File: config.mk
export PLATFORM = sky130hd
export DESIGN_NAME = exec_lane
export DESIGN_NICKNAME = d
export VERILOG_FILES = /design/src/logic/exec_pkg.sv /design/src/logic/exec_lane.sv
export SDC_FILE = /design/constraint.sdc
export NUM_CORES = 2
export LEC_CHECK = 0
export BUFFER_PORTS_ARGS = -buffer_cell sky130_fd_sc_hd__clkbuf_2
export CORE_AREA = 2 2 359 361
export DETAILED_ROUTE_END_ITERATION = 7
export DIE_AREA = 0 0 361 363
export GPL_ROUTABILITY_DRIVEN = 1
export HOLD_SLACK_MARGIN = 0.08
export PLACE_DENSITY = 0.59
export SKIP_CTS_REPAIR_TIMING = 1
export SLEW_MARGIN = 15
export SYNTH_ARGS = -nofsm -noshare
export SYNTH_HDL_FRONTEND = slang
export SYNTH_SLANG_ARGS = --single-unit
File: constraint.sdc
create_clock -name clk_i -period 15.6 [get_ports clk_i]
set_clock_uncertainty 0.05 [all_clocks]
set_input_delay 0.78 -clock clk_i [delete_from_list [all_inputs] [get_ports clk_i]]
set_output_delay 0.78 -clock clk_i [all_outputs]
set_load 0.03 [all_outputs]
File: src/logic/exec_pkg.sv
/*
 * Execute cluster package
 * Widths, opcode values, internal operation codes and the
 * instruction word views shared by dispatch, lanes and commit
 */
`default_nettype none

package exec_pkg;

    // --------------------
    // Widths and sizes
    // --------------------
    localparam int XLEN           = 64;
    localparam int NR_LANES       = 4;
    localparam int LANE_ID_BITS   = 2;
    localparam int NR_ROB_ENTRIES = 8;
    localparam int TRANS_ID_BITS  = 3;
    localparam int REG_ADDR_BITS  = 5;

    // Iterative multiplier, 16 bits of operand B per step
    localparam int MUL_CYCLES    = 4;
    localparam int MUL_STEP_BITS = XLEN / MUL_CYCLES;
    localparam int MUL_CNT_BITS  = 2;

    // --------------------
    // Major opcodes
    // --------------------
    localparam logic [6:0] OPCODE_OP     = 7'b0110011;
    localparam logic [6:0] OPCODE_OP_IMM = 7'b0010011;

    // --------------------
    // Operation codes
    // --------------------
    localparam int ALU_OP_BITS = 4;

    localparam logic [ALU_OP_BITS-1:0] ALU_ADD  = 4'd0;
    localparam logic [ALU_OP_BITS-1:0] ALU_SUB  = 4'd1;
    localparam logic [ALU_OP_BITS-1:0] ALU_SLL  = 4'd2;
    localparam logic [ALU_OP_BITS-1:0] ALU_SLT  = 4'd3;
    localparam logic [ALU_OP_BITS-1:0] ALU_SLTU = 4'd4;
    localparam logic [ALU_OP_BITS-1:0] ALU_XOR  = 4'd5;
    localparam logic [ALU_OP_BITS-1:0] ALU_SRL  = 4'd6;
    localparam logic [ALU_OP_BITS-1:0] ALU_SRA  = 4'd7;
    localparam logic [ALU_OP_BITS-1:0] ALU_OR   = 4'd8;
    localparam logic [ALU_OP_BITS-1:0] ALU_AND  = 4'd9;
    localparam logic [ALU_OP_BITS-1:0] ALU_MUL  = 4'd10;
    // Carried by illegal instructions
    localparam logic [ALU_OP_BITS-1:0] ALU_NOP  = 4'd15;

    // --------------------
    // Instruction formats
    // --------------------
    typedef struct packed {
        logic [6:0]               funct7;
        logic [REG_ADDR_BITS-1:0] rs2;
        logic [REG_ADDR_BITS-1:0] rs1;
        logic [2:0]               funct3;
        logic [REG_ADDR_BITS-1:0] rd;
        logic [6:0]               opcode;
    } r_type_t;

    typedef struct packed {
        logic [11:0]              imm;
        logic [REG_ADDR_BITS-1:0] rs1;
        logic [2:0]               funct3;
        logic [REG_ADDR_BITS-1:0] rd;
        logic [6:0]               opcode;
    } i_type_t;

    // Same 32-bit word, register or immediate view
    typedef union packed {
        r_type_t r;
        i_type_t i;
    } instr_t;

endpackage

`default_nettype wire

File: src/logic/exec_lane.sv
/*
 * Execute lane
 * Single-cycle ALU plus a four-step iterative multiplier that
 * keeps the low 64 bits of the product
 */
`timescale 1ns/1ps
`default_nettype none

module exec_lane (
    input  logic                                 clk_i,
    input  logic                                 rst_ni,
    input  logic                                 flush_i,
    input  logic                                 valid_i,
    input  logic [exec_pkg::ALU_OP_BITS-1:0]     op_i,
    input  logic [exec_pkg::XLEN-1:0]            op_a_i,
    input  logic [exec_pkg::XLEN-1:0]            op_b_i,
    input  logic [exec_pkg::REG_ADDR_BITS-1:0]   rd_i,
    input  logic                                 illegal_i,
    input  logic [exec_pkg::TRANS_ID_BITS-1:0]   trans_id_i,
    output logic                                 done_o,
    output logic [exec_pkg::TRANS_ID_BITS-1:0]   trans_id_o,
    output logic [exec_pkg::REG_ADDR_BITS-1:0]   rd_o,
    output logic [exec_pkg::XLEN-1:0]            result_o,
    output logic                                 illegal_o
);
    import exec_pkg::*;

    logic [XLEN-1:0]         alu_res;
    logic                    mul_start;
    logic                    mul_busy;
    logic                    mul_last;
    logic [MUL_CNT_BITS-1:0] mul_cnt;
    logic [XLEN-1:0]         mul_a;
    logic [XLEN-1:0]         mul_b;
    logic [XLEN-1:0]         mul_acc;
    logic [XLEN-1:0]         step_a;
    logic [XLEN-1:0]         step_b;
    logic [XLEN-1:0]         step_sum;

    // --------------------
    // ALU
    // --------------------
    always_comb begin
        unique case (op_i)
            ALU_ADD:  alu_res = op_a_i + op_b_i;
            ALU_SUB:  alu_res = op_a_i - op_b_i;
            ALU_SLL:  alu_res = op_a_i << op_b_i[5:0];
            ALU_SLT:  alu_res = {{(XLEN-1){1'b0}}, $signed(op_a_i) < $signed(op_b_i)};
            ALU_SLTU: alu_res = {{(XLEN-1){1'b0}}, op_a_i < op_b_i};
            ALU_XOR:  alu_res = op_a_i ^ op_b_i;
            ALU_SRL:  alu_res = op_a_i >> op_b_i[5:0];
            ALU_SRA:  alu_res = $unsigned($signed(op_a_i) >>> op_b_i[5:0]);
            ALU_OR:   alu_res = op_a_i | op_b_i;
            ALU_AND:  alu_res = op_a_i & op_b_i;
            default:  alu_res = '0;
        endcase
        if (illegal_i) alu_res = '0;
    end

    // --------------------
    // Multiplier step
    // --------------------
    // First step runs straight from the lane inputs
    assign mul_start = valid_i && (op_i == ALU_MUL);
    assign mul_last  = mul_busy && (mul_cnt == MUL_CNT_BITS'(MUL_CYCLES - 1));
    assign step_a    = mul_busy ? mul_a : op_a_i;
    assign step_b    = {{(XLEN-MUL_STEP_BITS){1'b0}},
                        mul_busy ? mul_b[MUL_STEP_BITS-1:0] : op_b_i[MUL_STEP_BITS-1:0]};
    assign step_sum  = (mul_busy ? mul_acc : '0) + step_a * step_b;

    always_ff @(posedge clk_i or negedge rst_ni) begin
        if (!rst_ni) begin
            done_o   <= 1'b0;
            mul_busy <= 1'b0;
            mul_cnt  <= '0;
        end else if (flush_i) begin
            done_o   <= 1'b0;
            mul_busy <= 1'b0;
            mul_cnt  <= '0;
        end else begin
            done_o <= (valid_i && !mul_start) || mul_last;
            if (mul_start) begin
                mul_busy <= 1'b1;
                mul_cnt  <= MUL_CNT_BITS'(1);
            end else if (mul_last) begin
                mul_busy <= 1'b0;
            end else if (mul_busy) begin
                mul_cnt <= mul_cnt + 1'b1;
            end
        end
    end

    // Tag fields are held until done since the lane is not reused earlier
    always_ff @(posedge clk_i) begin
        if (valid_i) begin
            trans_id_o <= trans_id_i;
            rd_o       <= rd_i;
            illegal_o  <= illegal_i;
        end
        if (valid_i && !mul_start) result_o <= alu_res;
        else if (mul_last)         result_o <= step_sum;
        if (mul_start || mul_busy) begin
            mul_a   <= step_a << MUL_STEP_BITS;
            mul_b   <= (mul_busy ? mul_b : op_b_i) >> MUL_STEP_BITS;
            mul_acc <= step_sum;
        end
    end

endmodule

`default_nettype wire

==> results.md <==
* Final cycle utilization of the critical path at 0.6735
* Die boundary height at 363 um
* Sequential element share of the synthesized area at 0.1247
* Class of the most critical setup path: flop to flop
* Flip-flop and latch count after synthesis at between 200 and 250
* Max Clock Freq at 95.18 MHz
* Mean number of vias per cell at 6.288
* Max-cap violations at 0
* EDFF count, synth at 233
* Total routing resource utilization after global routing at 0.3907
* Signed area change from the synthesized netlist to the final layout at 6.614%
* Area of the core region at about 130,000 um^2
* Root buf cell: clkbuf_16
* Total of endpoints with negative setup slack in the final report at 0
* H-tree level count at 2
* Number of hold violations in the final report at 0
* Cell seen most often among critical-path stages: fa_1
* Nets@finish at 8,159
* Count of TritonRoute iterations in the first routing pass at 8
* Initial standard-cell utilization of the core at 0.4481
* Proportion of register bits with asynchronous set or reset after synthesis at 0.01688
* Post-Synthesis Net Count at 8,221
* Synth cell types at 87
* Total congestion overflow at 0
* Largest buffer count on any clock path at 3
* Crit path max fanout at 138
* Maximum single-stage delay on the critical path at 700 ps
* Final RePlAce weighted congestion at between 1 and 1.5
* Ratio of cells with drive above 1 in the final layout at 0.08775
* Total number of clock tree sinks at roughly 240
* Number of global-route vias before repair at approximately 53,000
* Register clock-pin slew on the reported worst setup and hold paths at 60 ps
* DRT antenna net count at 0
* Initial antenna violation count at 18
* Commonest register cell after synthesis: edfxtp_1
* TritonCTS clock tree: done
* Kind of start point of the critical path: flop
* Total negative slack at 0 ps
* Setup repair after global routing missed its margin: no
* Data arrival time of the critical path at 10,770 ps
* CP max stage cell: a221oi_1
* Number of design-rule violations left by the first detailed-router iteration at 7,279
* Clock insertion delay at the later pin of the skew report at 600 ps
* Number of placed I/O pins at approximately 220
* Max-slew violation count at 0
* Total vias in the final route at around 54,000
* Endpoint kind of the worst setup timing path: flop
* Worst EP required at 15,860 ps
* Count of unresolved DRC violations after routing at 0
* Minimum clock period at 10,510 ps
* IO Port Bufs at 218
* Width of the die at 361 um
* Class of the tightest hold or removal check: input pin to flop
* Warnings, synthesis at 0
* Per-cell routed wire length at slightly above 30 um
* Average footprint of a synthesized cell at around 8 um^2
* DRT Wirelength at 259.6 mm
* Sum of net half-perimeters after detailed placement at 202.9 mm
* Outcome: finished clean
* Maximum number of pins on one net before global-route repair at about 140
* Slew at the pin closest to its max-slew limit at 1326 ps
* First-pass GRT wire length at 374.4 mm
* Total standard cell area after synthesis at 56,920 um^2
* Max-slew headroom at 0.1107
* Number of cells produced by synthesis at 6,966
* Std-Cell Rows at 131
* Die Footprint at 131,000 um^2
* TritonCTS buffer count at 35
==> cells in the mapped netlist (69+ instances only) <==
library cell,count,area [um^2]
a21oi_1,340,1702
nand2_1,1086,4076
fa_1,816,16340
clkbuf_1,354,1329
ha_1,294,3679
mux2i_1,129,1291
o21ai_0,337,1687
mux4_2,109,2455
nor3_1,181,905.9
xnor2_1,88,770.7
inv_1,1197,4493
a21o_1,69,518.0
edfxtp_1,233,6997
nor2_1,576,2162
==> flip-flops by register name, summed over array words and instances (netlist names) <==
name	flops
done_o	1
illegal_o	1
mul_a	48
mul_acc	64
mul_b	48
mul_busy	1
mul_cnt	2
rd_o	5
result_o	64
trans_id_o	3
==> placed cells by master, fill, tap and decap left out, types with 109 or more instances in the layout <==
| master | instances |
|---|---|
| a21oi_1 | 340 |
| buf_4 | 124 |
| mux4_2 | 109 |
| nor3_1 | 178 |
| o21ai_0 | 330 |
| inv_1 | 1195 |
| ha_1 | 294 |
| clkbuf_2 | 213 |
| fa_1 | 816 |
| edfxtp_1 | 233 |
| mux2i_1 | 129 |
| nor2_1 | 572 |
| nand2_1 | 1082 |
==> final timing paths <==
| check | slack [ps] | cells after the start | from | endpoint |
|---|---|---|---|---|
| worst max-delay path | 5090 | 27 | mul_busy$_DFFE_PN0P_ | result_o[59]$_DFFE_PN_ |
| worst min-delay path | 320 | 1 | rd_i[1] | rd_o[1]$_DFFE_PP_ |
| worst max register to register | 5090 | 27 | mul_busy$_DFFE_PN0P_ | result_o[59]$_DFFE_PN_ |
| worst min register to register | 480 | 2 | mul_b[20]$_DFFE_PP_ | mul_b[4]$_DFFE_PP_ |
| max in group asynchronous | 14820 | 2 | rst_ni | mul_cnt[1]$_DFFE_PN0P_ |
| min in group asynchronous | 500 | 2 | rst_ni | done_o$_DFF_PN0_ |
==> critical path, delay by kind of cell, from the launching register on <==
kind	cells	cell delay (ps)
DFF	1	680
and+or+nand+nor	2	530
adders and majority gates	7	3450
AOI/OAI and AO/OA	10	3250
xor gates and xnor gates	1	280
buffers and inverters	7	1780
==> stage by stage <==
step	hold WS [ps]	utilization	instances	area [um^2]	setup slack, ps
5_1_grt	300.7	0.4777	8591	60680	4797
4_1_cts	-67.15	0.4775	8589	60660	5496
3_5_place_dp	468.7	0.4683	8527	59490	5305
6_report	316.8	0.4777	8594	60680	5093
3_3_place_gp	461.3	0.4683	8527	59480	5314
2_1_floorplan	434.4	-	6966	56920	7151
==> layout make-up <==
cell class	instances	area [um^2]
diodes	3	7.507
clock buffers	43	947.2
clock inverters	19	221.5
fillers	12650	66340
inverters	1217	4573
multi-input cells	5069	43660
flip-flops and latches	237	7101
well taps	1662	2079
repair buffers	344	2095
==> metal layers <==
| metal | track usage | part of all wire | vias to the layer above |
|---|---|---|---|
| met5 | 0 | 0.00055 | - |
| met1 | 0.5178 | 0.39 | 27160 |
| met3 | 0.09358 | 0.11 | 669 |
| li1 | - | - | 22812 |
| met4 | 0.1886 | 0.059 | 20 |
| met2 | 0.6018 | 0.44 | 3382 |
==> kinds of logic (layout without fill, tap and decap cells) <==
family | count (synthesis) | after routing | synth area share
AO/OA/AOI/OAI | 1400 | 1400 | 0.1597
XOR/XNOR | 117 | 117 | 0.01800
adder cells (fa/ha/maj) | 1110 | 1110 | 0.3516
buffers and inverters | 1660 | 1623 | 0.1116
flip-flops | 237 | 237 | 0.1247
multiplexers | 276 | 276 | 0.07333
other | 0 | 3 | 0
AND/OR/NAND/NOR | 2166 | 2166 | 0.1610
Power is left out: the tool's default activity adds up to more than one toggle a clock period on the data nets, which glitch-free logic cannot reach.
