<file path="src/logic/exec_pkg.sv">
/*
 * Execute cluster package
 * Widths, opcode values, internal operation codes and the
 * instruction word views shared by dispatch, lanes and commit
 */
`default_nettype none

package exec_pkg;

    // --------------------
    // Widths and sizes
    // --------------------
    localparam int XLEN           = 64;
    localparam int NR_LANES       = 4;
    localparam int LANE_ID_BITS   = 2;
    localparam int NR_ROB_ENTRIES = 8;
    localparam int TRANS_ID_BITS  = 3;
    localparam int REG_ADDR_BITS  = 5;

    // Iterative multiplier, 16 bits of operand B per step
    localparam int MUL_CYCLES    = 4;
    localparam int MUL_STEP_BITS = XLEN / MUL_CYCLES;
    localparam int MUL_CNT_BITS  = 2;

    // --------------------
    // Major opcodes
    // --------------------
    localparam logic [6:0] OPCODE_OP     = 7'b0110011;
    localparam logic [6:0] OPCODE_OP_IMM = 7'b0010011;

    // --------------------
    // Operation codes
    // --------------------
    localparam int ALU_OP_BITS = 4;

    localparam logic [ALU_OP_BITS-1:0] ALU_ADD  = 4'd0;
    localparam logic [ALU_OP_BITS-1:0] ALU_SUB  = 4'd1;
    localparam logic [ALU_OP_BITS-1:0] ALU_SLL  = 4'd2;
    localparam logic [ALU_OP_BITS-1:0] ALU_SLT  = 4'd3;
    localparam logic [ALU_OP_BITS-1:0] ALU_SLTU = 4'd4;
    localparam logic [ALU_OP_BITS-1:0] ALU_XOR  = 4'd5;
    localparam logic [ALU_OP_BITS-1:0] ALU_SRL  = 4'd6;
    localparam logic [ALU_OP_BITS-1:0] ALU_SRA  = 4'd7;
    localparam logic [ALU_OP_BITS-1:0] ALU_OR   = 4'd8;
    localparam logic [ALU_OP_BITS-1:0] ALU_AND  = 4'd9;
    localparam logic [ALU_OP_BITS-1:0] ALU_MUL  = 4'd10;
    // Carried by illegal instructions
    localparam logic [ALU_OP_BITS-1:0] ALU_NOP  = 4'd15;

    // --------------------
    // Instruction formats
    // --------------------
    typedef struct packed {
        logic [6:0]               funct7;
        logic [REG_ADDR_BITS-1:0] rs2;
        logic [REG_ADDR_BITS-1:0] rs1;
        logic [2:0]               funct3;
        logic [REG_ADDR_BITS-1:0] rd;
        logic [6:0]               opcode;
    } r_type_t;

    typedef struct packed {
        logic [11:0]              imm;
        logic [REG_ADDR_BITS-1:0] rs1;
        logic [2:0]               funct3;
        logic [REG_ADDR_BITS-1:0] rd;
        logic [6:0]               opcode;
    } i_type_t;

    // Same 32-bit word, register or immediate view
    typedef union packed {
        r_type_t r;
        i_type_t i;
    } instr_t;

endpackage

`default_nettype wire

</file>
<file path="src/logic/issue_dispatch.sv">
/*
 * Issue dispatcher
 * Decodes R-type and I-type words into an operation and a second
 * operand, tags each with a transaction id and hands it to the
 * next execute lane in round-robin order
 */
`timescale 1ns/1ps
`default_nettype none

module issue_dispatch (
    input  logic                                 clk_i,
    input  logic                                 rst_ni,
    input  logic                                 flush_i,
    input  logic                                 instr_valid_i,
    input  exec_pkg::instr_t                     instr_i,
    input  logic [exec_pkg::XLEN-1:0]            operand_a_i,
    input  logic [exec_pkg::XLEN-1:0]            operand_b_i,
    output logic [exec_pkg::NR_LANES-1:0]        lane_valid_o,
    output logic [exec_pkg::ALU_OP_BITS-1:0]     op_o,
    output logic [exec_pkg::XLEN-1:0]            op_a_o,
    output logic [exec_pkg::XLEN-1:0]            op_b_o,
    output logic [exec_pkg::REG_ADDR_BITS-1:0]   rd_o,
    output logic                                 illegal_o,
    output logic [exec_pkg::TRANS_ID_BITS-1:0]   trans_id_o
);
    import exec_pkg::*;

    logic [ALU_OP_BITS-1:0]   dec_op;
    logic [XLEN-1:0]          dec_b;
    logic                     dec_illegal;
    logic [LANE_ID_BITS-1:0]  lane_ptr;
    logic [TRANS_ID_BITS-1:0] trans_cnt;

    // --------------------
    // Decode
    // --------------------
    always_comb begin
        dec_op      = ALU_NOP;
        dec_b       = operand_b_i;
        dec_illegal = 1'b0;
        if (instr_i.r.opcode == OPCODE_OP) begin
            unique case (instr_i.r.funct7)
                7'b0000000: begin
                    unique case (instr_i.r.funct3)
                        3'b000: dec_op = ALU_ADD;
                        3'b001: dec_op = ALU_SLL;
                        3'b010: dec_op = ALU_SLT;
                        3'b011: dec_op = ALU_SLTU;
                        3'b100: dec_op = ALU_XOR;
                        3'b101: dec_op = ALU_SRL;
                        3'b110: dec_op = ALU_OR;
                        default: dec_op = ALU_AND;
                    endcase
                end
                7'b0100000: begin
                    if (instr_i.r.funct3 == 3'b000)      dec_op = ALU_SUB;
                    else if (instr_i.r.funct3 == 3'b101) dec_op = ALU_SRA;
                    else                                 dec_illegal = 1'b1;
                end
                // M extension, only the low product is kept
                7'b0000001: begin
                    if (instr_i.r.funct3 == 3'b000) dec_op = ALU_MUL;
                    else                            dec_illegal = 1'b1;
                end
                default: dec_illegal = 1'b1;
            endcase
        end else if (instr_i.i.opcode == OPCODE_OP_IMM) begin
            dec_b = {{(XLEN-12){instr_i.i.imm[11]}}, instr_i.i.imm};
            unique case (instr_i.i.funct3)
                3'b000: dec_op = ALU_ADD;
                3'b010: dec_op = ALU_SLT;
                3'b011: dec_op = ALU_SLTU;
                3'b100: dec_op = ALU_XOR;
                3'b110: dec_op = ALU_OR;
                3'b111: dec_op = ALU_AND;
                3'b001: begin
                    dec_b = {{(XLEN-6){1'b0}}, instr_i.i.imm[5:0]};
                    if (instr_i.i.imm[11:6] == 6'b000000) dec_op = ALU_SLL;
                    else                                  dec_illegal = 1'b1;
                end
                default: begin
                    // Shift right, imm[10] picks arithmetic
                    dec_b = {{(XLEN-6){1'b0}}, instr_i.i.imm[5:0]};
                    if (instr_i.i.imm[11:6] == 6'b000000)      dec_op = ALU_SRL;
                    else if (instr_i.i.imm[11:6] == 6'b010000) dec_op = ALU_SRA;
                    else                                       dec_illegal = 1'b1;
                end
            endcase
        end else begin
            dec_illegal = 1'b1;
        end
        if (dec_illegal) dec_op = ALU_NOP;
    end

    // --------------------
    // Round-robin issue
    // --------------------
    always_ff @(posedge clk_i or negedge rst_ni) begin
        if (!rst_ni) begin
            lane_valid_o <= '0;
            lane_ptr     <= '0;
            trans_cnt    <= '0;
        end else if (flush_i) begin
            lane_valid_o <= '0;
            lane_ptr     <= '0;
            trans_cnt    <= '0;
        end else begin
            lane_valid_o <= '0;
            if (instr_valid_i) begin
                lane_valid_o[lane_ptr] <= 1'b1;
                lane_ptr               <= lane_ptr + 1'b1;
                trans_cnt              <= trans_cnt + 1'b1;
            end
        end
    end

    // Broadcast payload, qualified by the lane strobe
    always_ff @(posedge clk_i) begin
        if (instr_valid_i) begin
            op_o       <= dec_op;
            op_a_o     <= operand_a_i;
            op_b_o     <= dec_b;
            rd_o       <= instr_i.r.rd;
            illegal_o  <= dec_illegal;
            trans_id_o <= trans_cnt;
        end
    end

endmodule

`default_nettype wire

</file>
<file path="config.mk">
export PLATFORM = sky130hd
export DESIGN_NAME = issue_dispatch
export DESIGN_NICKNAME = d
export VERILOG_FILES = /design/src/logic/exec_pkg.sv /design/src/logic/issue_dispatch.sv
export SDC_FILE = /design/constraint.sdc
export NUM_CORES = 1
export LEC_CHECK = 0
export BUFFER_PORTS_ARGS = -buffer_cell sky130_fd_sc_hd__clkbuf_2
export CELL_PAD_IN_SITES_DETAIL_PLACEMENT = 0
export CELL_PAD_IN_SITES_GLOBAL_PLACEMENT = 1
export CORE_AREA = 2 2 131 133
export CTS_BUF_LIST = sky130_fd_sc_hd__clkbuf_4 sky130_fd_sc_hd__clkbuf_8 sky130_fd_sc_hd__clkbuf_16
export DETAILED_ROUTE_END_ITERATION = 6
export DIE_AREA = 0 0 133 135
export GPL_TIMING_DRIVEN = 1
export PLACE_DENSITY_LB_ADDON = 0.08
export REMOVE_ABC_BUFFERS = 1
export SLEW_MARGIN = 15
export SYNTH_ARGS = -nofsm -noshare
export SYNTH_HDL_FRONTEND = slang
export SYNTH_SLANG_ARGS = --single-unit
</file>
<file path="constraint.sdc">
create_clock -name clk_i -period 1.4 [get_ports clk_i]
set_input_delay 0.07 -clock clk_i [delete_from_list [all_inputs] [get_ports clk_i]]
set_output_delay 0.07 -clock clk_i [all_outputs]
set_load 0.005 [all_outputs]
</file>
==> impl_metrics.yaml, run 1 <==
run_status:
  status: "finished clean"
timing:
  timing.final.crit_share_pct: 84.55
  setup-violations-final: 0
  worst_pin_slew_ns: 0.3710
  rsz0062_at_grt: "false"
  fmax_ghz: 0.8448
  tns_ns: 0
  drv_slew: 0
  fin_crit_ns: 1.184
  holdWs_ns: 0.04003
  slew-limit-headroom_pct: 74.63
  fin_ws_ns: 0.2163
  hold_violations: 0
  fin_worst_skew_ns: 0.003611
placement:
  postPlaceCellArea_sq_mm: 0.007560
  gp_congestion: 0.7675
  dpl.hpwl_um: 11230
  io_buffers: 303
  post-place-ws_ns: -0.2019
pwr:
  seq_power_share_pct: 47.1
  power_frac_comb_pct: 11.3
  power_leakage_nw: 4.478
  net-switching-power_mw: 2.380
  power_density_mw_per_mm2: 1196
  irDropWorstVdd_v: 0.0007871
  switching_share_pct: 20.77
  clock_power_share_pct: 41.6
  internal-power_mw: 9.076
floorplan:
  ioPinCount: 309
  die_h_um: 135
  coreArea_sq_mm: 0.01641
  die_w_um: 133
  num_rows: 47
  dieArea_sq_mm: 0.01796
  initial_utilization_pct: 33.95
routing:
  firstDrtPassIters: 6
  detail-route-antenna-nets: 0
  vias: 4497
  vias_per_cell: 4.413
  wl_um: 16200
  post_drt_wl_per_cell_um: 15.90
  drc: 0
  drtIter0Drc: 213
hold_path:
  hp-start: "instr_valid_i"
  min_path_type: "in -> reg"
  hold_depth: 1
  whs_endpoint: "op_o[2]"
synthesis:
  synthArstFlopShare_pct: 6.000
  synth_top_family_by_area: "compound AO/OA/AOI/OAI gates"
  yosysMostFrequentCell: "edfxtp_1"
  yosys.area_share.adder_pct: 1.123
  syn_avg_cell_area_sq_um: 17.57
  synth_area_sq_mm: 0.005570
  synth_largest_area_cell: "edfxtp_1"
  synth-simple-area-share_pct: 4.605
  synthTopCellsByCount: "edfxtp_1, a21o_1, nand2_1, nor2_1, buf_2"
  ys.flop_type: "edfxtp_1"
  netlist.area_leader.share_pct: 76.01
  ys_seq_area_share_pct: 80.05
  synth-edff-count: 141
  synth_area_leaders: "edfxtp_1, a21o_1, dfrtp_1"
  synthCells: 317
  yosysWarnings: 0
  synthMuxAreaShare_pct: 1.572
  synth_compound_area_share_pct: 9.951
  ys_types: 41
  synth-seq-cells: 150
  yosys.area_share.xor_xnor_pct: 0.6289
clock_network:
  clock_latency_ns: 0.41
  numCtsBuffers: 17
  htreeDepth: 4
  clock-root-buffer: "clkbuf_16"
  clk_pin_slew_ns: 0.06
  cts_max_path_buffers: 2
  cts_tree: "done"
  clock_sinks: 150
  cts_resized: 0
  cts_setup_buffers: 0
layout:
  design_area_sq_mm: 0.009582
  layout.nets: 954
  fillers: 1346
  fin_util_pct: 58.40
  areaGrowthSynthToFinish_pct: 72.01
  drive_gt1_share_pct: 46.12
job:
  max-cap-violations: 0
grt:
  track_usage_pct: 18.02
  grt_pass1_wl_um: 24540
  grt_max_degree: 45
  antenna_found_initial: 1
  gr-total-overflow: 0
  grt_pass1_vias: 4686
worst_setup_path:
  rr_startpoint: "lane_ptr[0]"
  crit_type: "in -> reg"
  worst_setup_path_start_kind: "input pin"
  cp.arrival_ns: 1.35
  worst-r2r-cell-count: 4
  r2r-end: "lane_ptr[1]"
  worstSetupEndpointType: "register"
  reg2reg_setup_slack_ns: 0.31
  cp_max_fo: 40
  required_ns: 1.56
-- kinds of logic (layout without fill, tap and decap cells) --
kind of cell,count (synthesis),in the layout
buf+inv,25,506
fa+ha+maj,5,5
mux,7,7
compound gates,77,77
other cells,0,1
xor+xnor,4,4
simple gates,49,49
flops,150,150
-- cells in the final DEF, fill, tap and decap left out, drive strengths merged, types with 4 or more instances in the layout --
cell type    count
buf             27
clkbuf         321
dfrtp            9
mux2             5
inv              8
edfxtp         141
nand2           16
clkinv           4
dlygate4sd3    140
o21ai            7
a21oi            6
ha               5
nor2            12
bufinv           4
and2             4
a21o            53
-- stage by stage --
step | std cells | total power [mW]
4_1_cts | 1018 | 11.56
6_report | 1019 | 11.46
3_3_place_gp | 846 | 6.456
2_1_floorplan | 297 | 5.689
5_1_grt | 1019 | 11.89
3_5_place_dp | 846 | 6.474
-- critical path: stages --
cell and delay (ns):
clkbuf_2 0.08, nand2b_4 0.13, or4b_4 0.53, buf_12 0.20, mux2_4 0.31
-- power groups by stage --
stage	registers, mW	clock network [mW]	logic, mW
final	5.40	4.76	1.30
after global placement	5.48	0	0.978
after CTS	5.40	4.85	1.31
after floorplan	5.53	0	0.159
after detailed placement	5.49	0	0.986
after global routing	5.43	5.05	1.42
-- how the worst max path moves through the flow --
stage | from | end | slack [ns] | cells after the start
2_1_floorplan | instr_i[6] | op_b_o[2] | -0.73 | 3
3_3_place_gp | instr_i[6] | op_b_o[4] | -0.18 | 5
3_5_place_dp | instr_i[6] | op_b_o[4] | -0.20 | 5
4_1_cts | instr_i[6] | op_b_o[4] | 0.24 | 5
5_1_grt | instr_i[27] | op_o[1] | 0.20 | 5
6_report | instr_i[6] | op_b_o[4] | 0.22 | 5
-- layer usage --
metal	track usage, %	vias to the layer above	part of all wire, %
met3	6.532	30	7.9
li1	-	2141	-
met2	32.64	211	53
met1	19.18	2115	37
met5	0	-	0
met4	6.989	0	2.6
-- timing repair --
item,in CTS,in global routing
hold buffers,140,0
hold endpoints to repair,147,0
endpoints found under the setup margin,0,0
-- registers in the layout, summed over array words and instances (netlist names) --
register      count
op_a_o           64
lane_ptr          2
trans_id_o        3
rd_o              5
lane_valid_o      4
op_b_o           64
illegal_o         1
op_o              4
trans_cnt         3
-- cell type report --
cell class	count	area (sq um)	area share, %
sequential	150	4459	46.54
timing repair buffer	469	3207	33.47
multi-input combinational	142	1001	10.45
clock buffer	19	440.4	4.596
tap	220	275.3	2.873
clock inverter	13	177.7	1.854
inverter	5	18.77	0.1959
antenna	1	2.502	0.02612
No activity file was read; power rests on OpenSTA's default activity.
==> run 2: changes to the inputs <==
CORE_AREA = 2 2 138 140   (was 2 2 131 133)
DIE_AREA = 0 0 140 142   (was 0 0 133 135)
clock period = 1 ns   (was 1.4 ns; I/O delays follow)
==> run 2 against run 1 <==
Effect of this change:
- the flow now finishes with violations (design-rule violations, negative setup slack)
- final area rose by 2.6%
- via count rose by 0.69%
- total power rose by 34%
- clock-buffer cell count fell by 1
- die area rose by 11%
- worst setup slack got worse by 0.36 ns
- worst hold slack got worse by 0.0095 ns
- non-clock buffer count rose by 22
- critical path type unchanged
- first-iteration DRC count rose by 12%
- sequential share of layout area fell by 1.2 points
- register-to-register slack got worse by 0.27 ns
- routed wire length rose by 2.1%
==> impl_metrics.yaml, run 2 (synthesis results as in run 1) <==
run_status:
  status: "complete, but fails checks"
  violations: "design-rule violations, negative setup slack"
floorplan:
  dieArea_sq_mm: 0.01988
  die_h_um: 142
  coreArea_sq_mm: 0.01846
  num_rows: 50
  die_w_um: 140
  ioPinCount: 309
  initial_utilization_pct: 30.18
worst_setup_path:
  path_cells: "clkbuf_2, nand2b_4, or4b_4, buf_12, mux2_2"
  cp_max_fo: 39
  worstSetupEndpointType: "register"
  required_ns: 1.17
  critPathTopFamily: "simple AND/OR/NAND/NOR gates"
  setup.worst_path.start: "instr_i[6]"
  path_buf_inv: 2
  cp.arrival_ns: 1.31
  max_stage_delay_ns: 0.55
  rr_startpoint: "lane_ptr[0]"
  worst_setup_path_start_kind: "input pin"
  crit_slowest_cell: "or4b_4"
  crit_type: "in -> reg"
routing:
  firstDrtPassIters: 7
  detail-route-antenna-nets: 0
  drtIter0Drc: 239
  post_drt_wl_per_cell_um: 15.70
  drc: 25
  vias: 4528
  vias_per_cell: 4.296
  wl_um: 16550
pwr:
  irDropWorstVdd_v: 0.001118
  power_density_mw_per_mm2: 1561
  total_power_mw: 15.35
  power_leakage_nw: 4.571
layout:
  reg_top3: "op_a_o: 64 flops, op_b_o: 64 flops, rd_o: 5 flops"
  fin_util_pct: 53.29
  antenna-diode-count: 0
  drive_gt1_share_pct: 48.90
  mostFrequentLayoutCell: "clkbuf_2"
  layout.nets: 976
  final_cell_mix: "clkbuf_2, dlygate4sd3_1, edfxtp_1"
  fin_cells: 1054
  areaGrowthSynthToFinish_pct: 76.55
timing:
  drv_slew: 0
  fmax_ghz: 0.8757
  setup-violations-final: 56
  worst_pin_slew_ns: 0.5386
  hold_violations: 0
  fin_worst_skew_ns: 0.005351
  timing.final.crit_share_pct: 114.2
  fin_crit_ns: 1.142
  rsz0062_at_grt: "true"
  slew-limit-headroom_pct: 63.16
  fin_ws_ns: -0.1420
placement:
  dpl.hpwl_um: 11430
  io_buffers: 303
  gp_congestion: 0.7753
  dp.cells: 875
clock_network:
  clock_sinks: 150
  clk_pin_slew_ns: 0.06
  numCtsBuffers: 17
  cts_tree: "done"
  htreeDepth: 4
  cts_max_path_buffers: 2
  clock-root-buffer: "clkbuf_16"
  clock_latency_ns: 0.41
grt:
  track_usage_pct: 16.00
  gr-total-overflow: 0
  grt_pass1_vias: 4642
  antenna_found_initial: 0
  grt_max_degree: 48
  grt_pass1_wl_um: 24320
job:
  max-cap-violations: 0
hold_path:
  min_path_type: "in -> async"
-- run 2: cell types whose count changed in the layout (fill, tap and decap cells not counted), moves of 3 or more --
cell        previous run  this run
buf_2                  0         3
buf_4                 19        31
buf_6                  1         9
bufinv_16              4         0
clkbuf_2             302       296
clkinv_1               3         0
clkinvlp_4             2         5
-- run 2: metal layers --
metal  up-vias  wire length (um)  global-route usage (%)
met5         -                 0                       0
met3        26              1360                   5.619
met2       197              8489                   28.39
met1      2115              6350                   17.38
met4         0               345                   7.018
li1       2190                 -                       -
-- run 2: area by class of cell --
cell class,instances,area [sq um]
sequential,150,4459
inverter,5,18.77
timing repair buffer,491,3467
clock buffer,18,432.9
fill,1556,8621
clock inverter,14,115.1
tap,234,292.8
multi-input combinational,142,1049
-- run 2: metrics by stage --
step	hold WS [ns]	worst slack (ns)	setup TNS (ns)	area, sq um
finish	0.03048	-0.1420	-3.073	9834
detailed placement	-0.06804	-0.5674	-32.06	7702
global placement	-0.07697	-0.5565	-31.39	7702
CTS	0.02126	-0.1133	-1.336	9673
global route	0.03163	-0.1520	-4.330	9834
floorplan	-0.2456	-1.113	-65.61	5474
-- run 2: what timing repair did --
action                                  in CTS  in global routing
gates cloned                                 0                  3
setup buffers                                0                  3
endpoints found under the hold margin      147                  0
hold buffers                               141                  0
resized for setup                            3                 22
pin swaps                                    1                  6
endpoints found under the setup margin      51                120
-- run 2: final timing paths --
kind,slack [ns],cells past startpoint,end
max,-0.14,5,op_b_o[1]
min,0.03,2,lane_valid_o[2]
max reg2reg,0.04,4,lane_ptr[1]
min reg2reg,0.47,0,trans_id_o[2]
max in group asynchronous,0.77,2,trans_cnt[2]
min in group clk_i,0.09,3,op_o[1]
-- run 2: where the power goes --
| part | switching, mW | leakage [nW] | internal [mW] | total (mW) |
|---|---|---|---|---|
| clock | 2.63 | 0.256 | 3.25 | 5.88 |
| combinational | 0.784 | 2.81 | 1.15 | 1.94 |
| sequential | 0.131 | 1.50 | 7.41 | 7.54 |
| total | 3.54 | 4.57 | 11.8 | 15.4 |
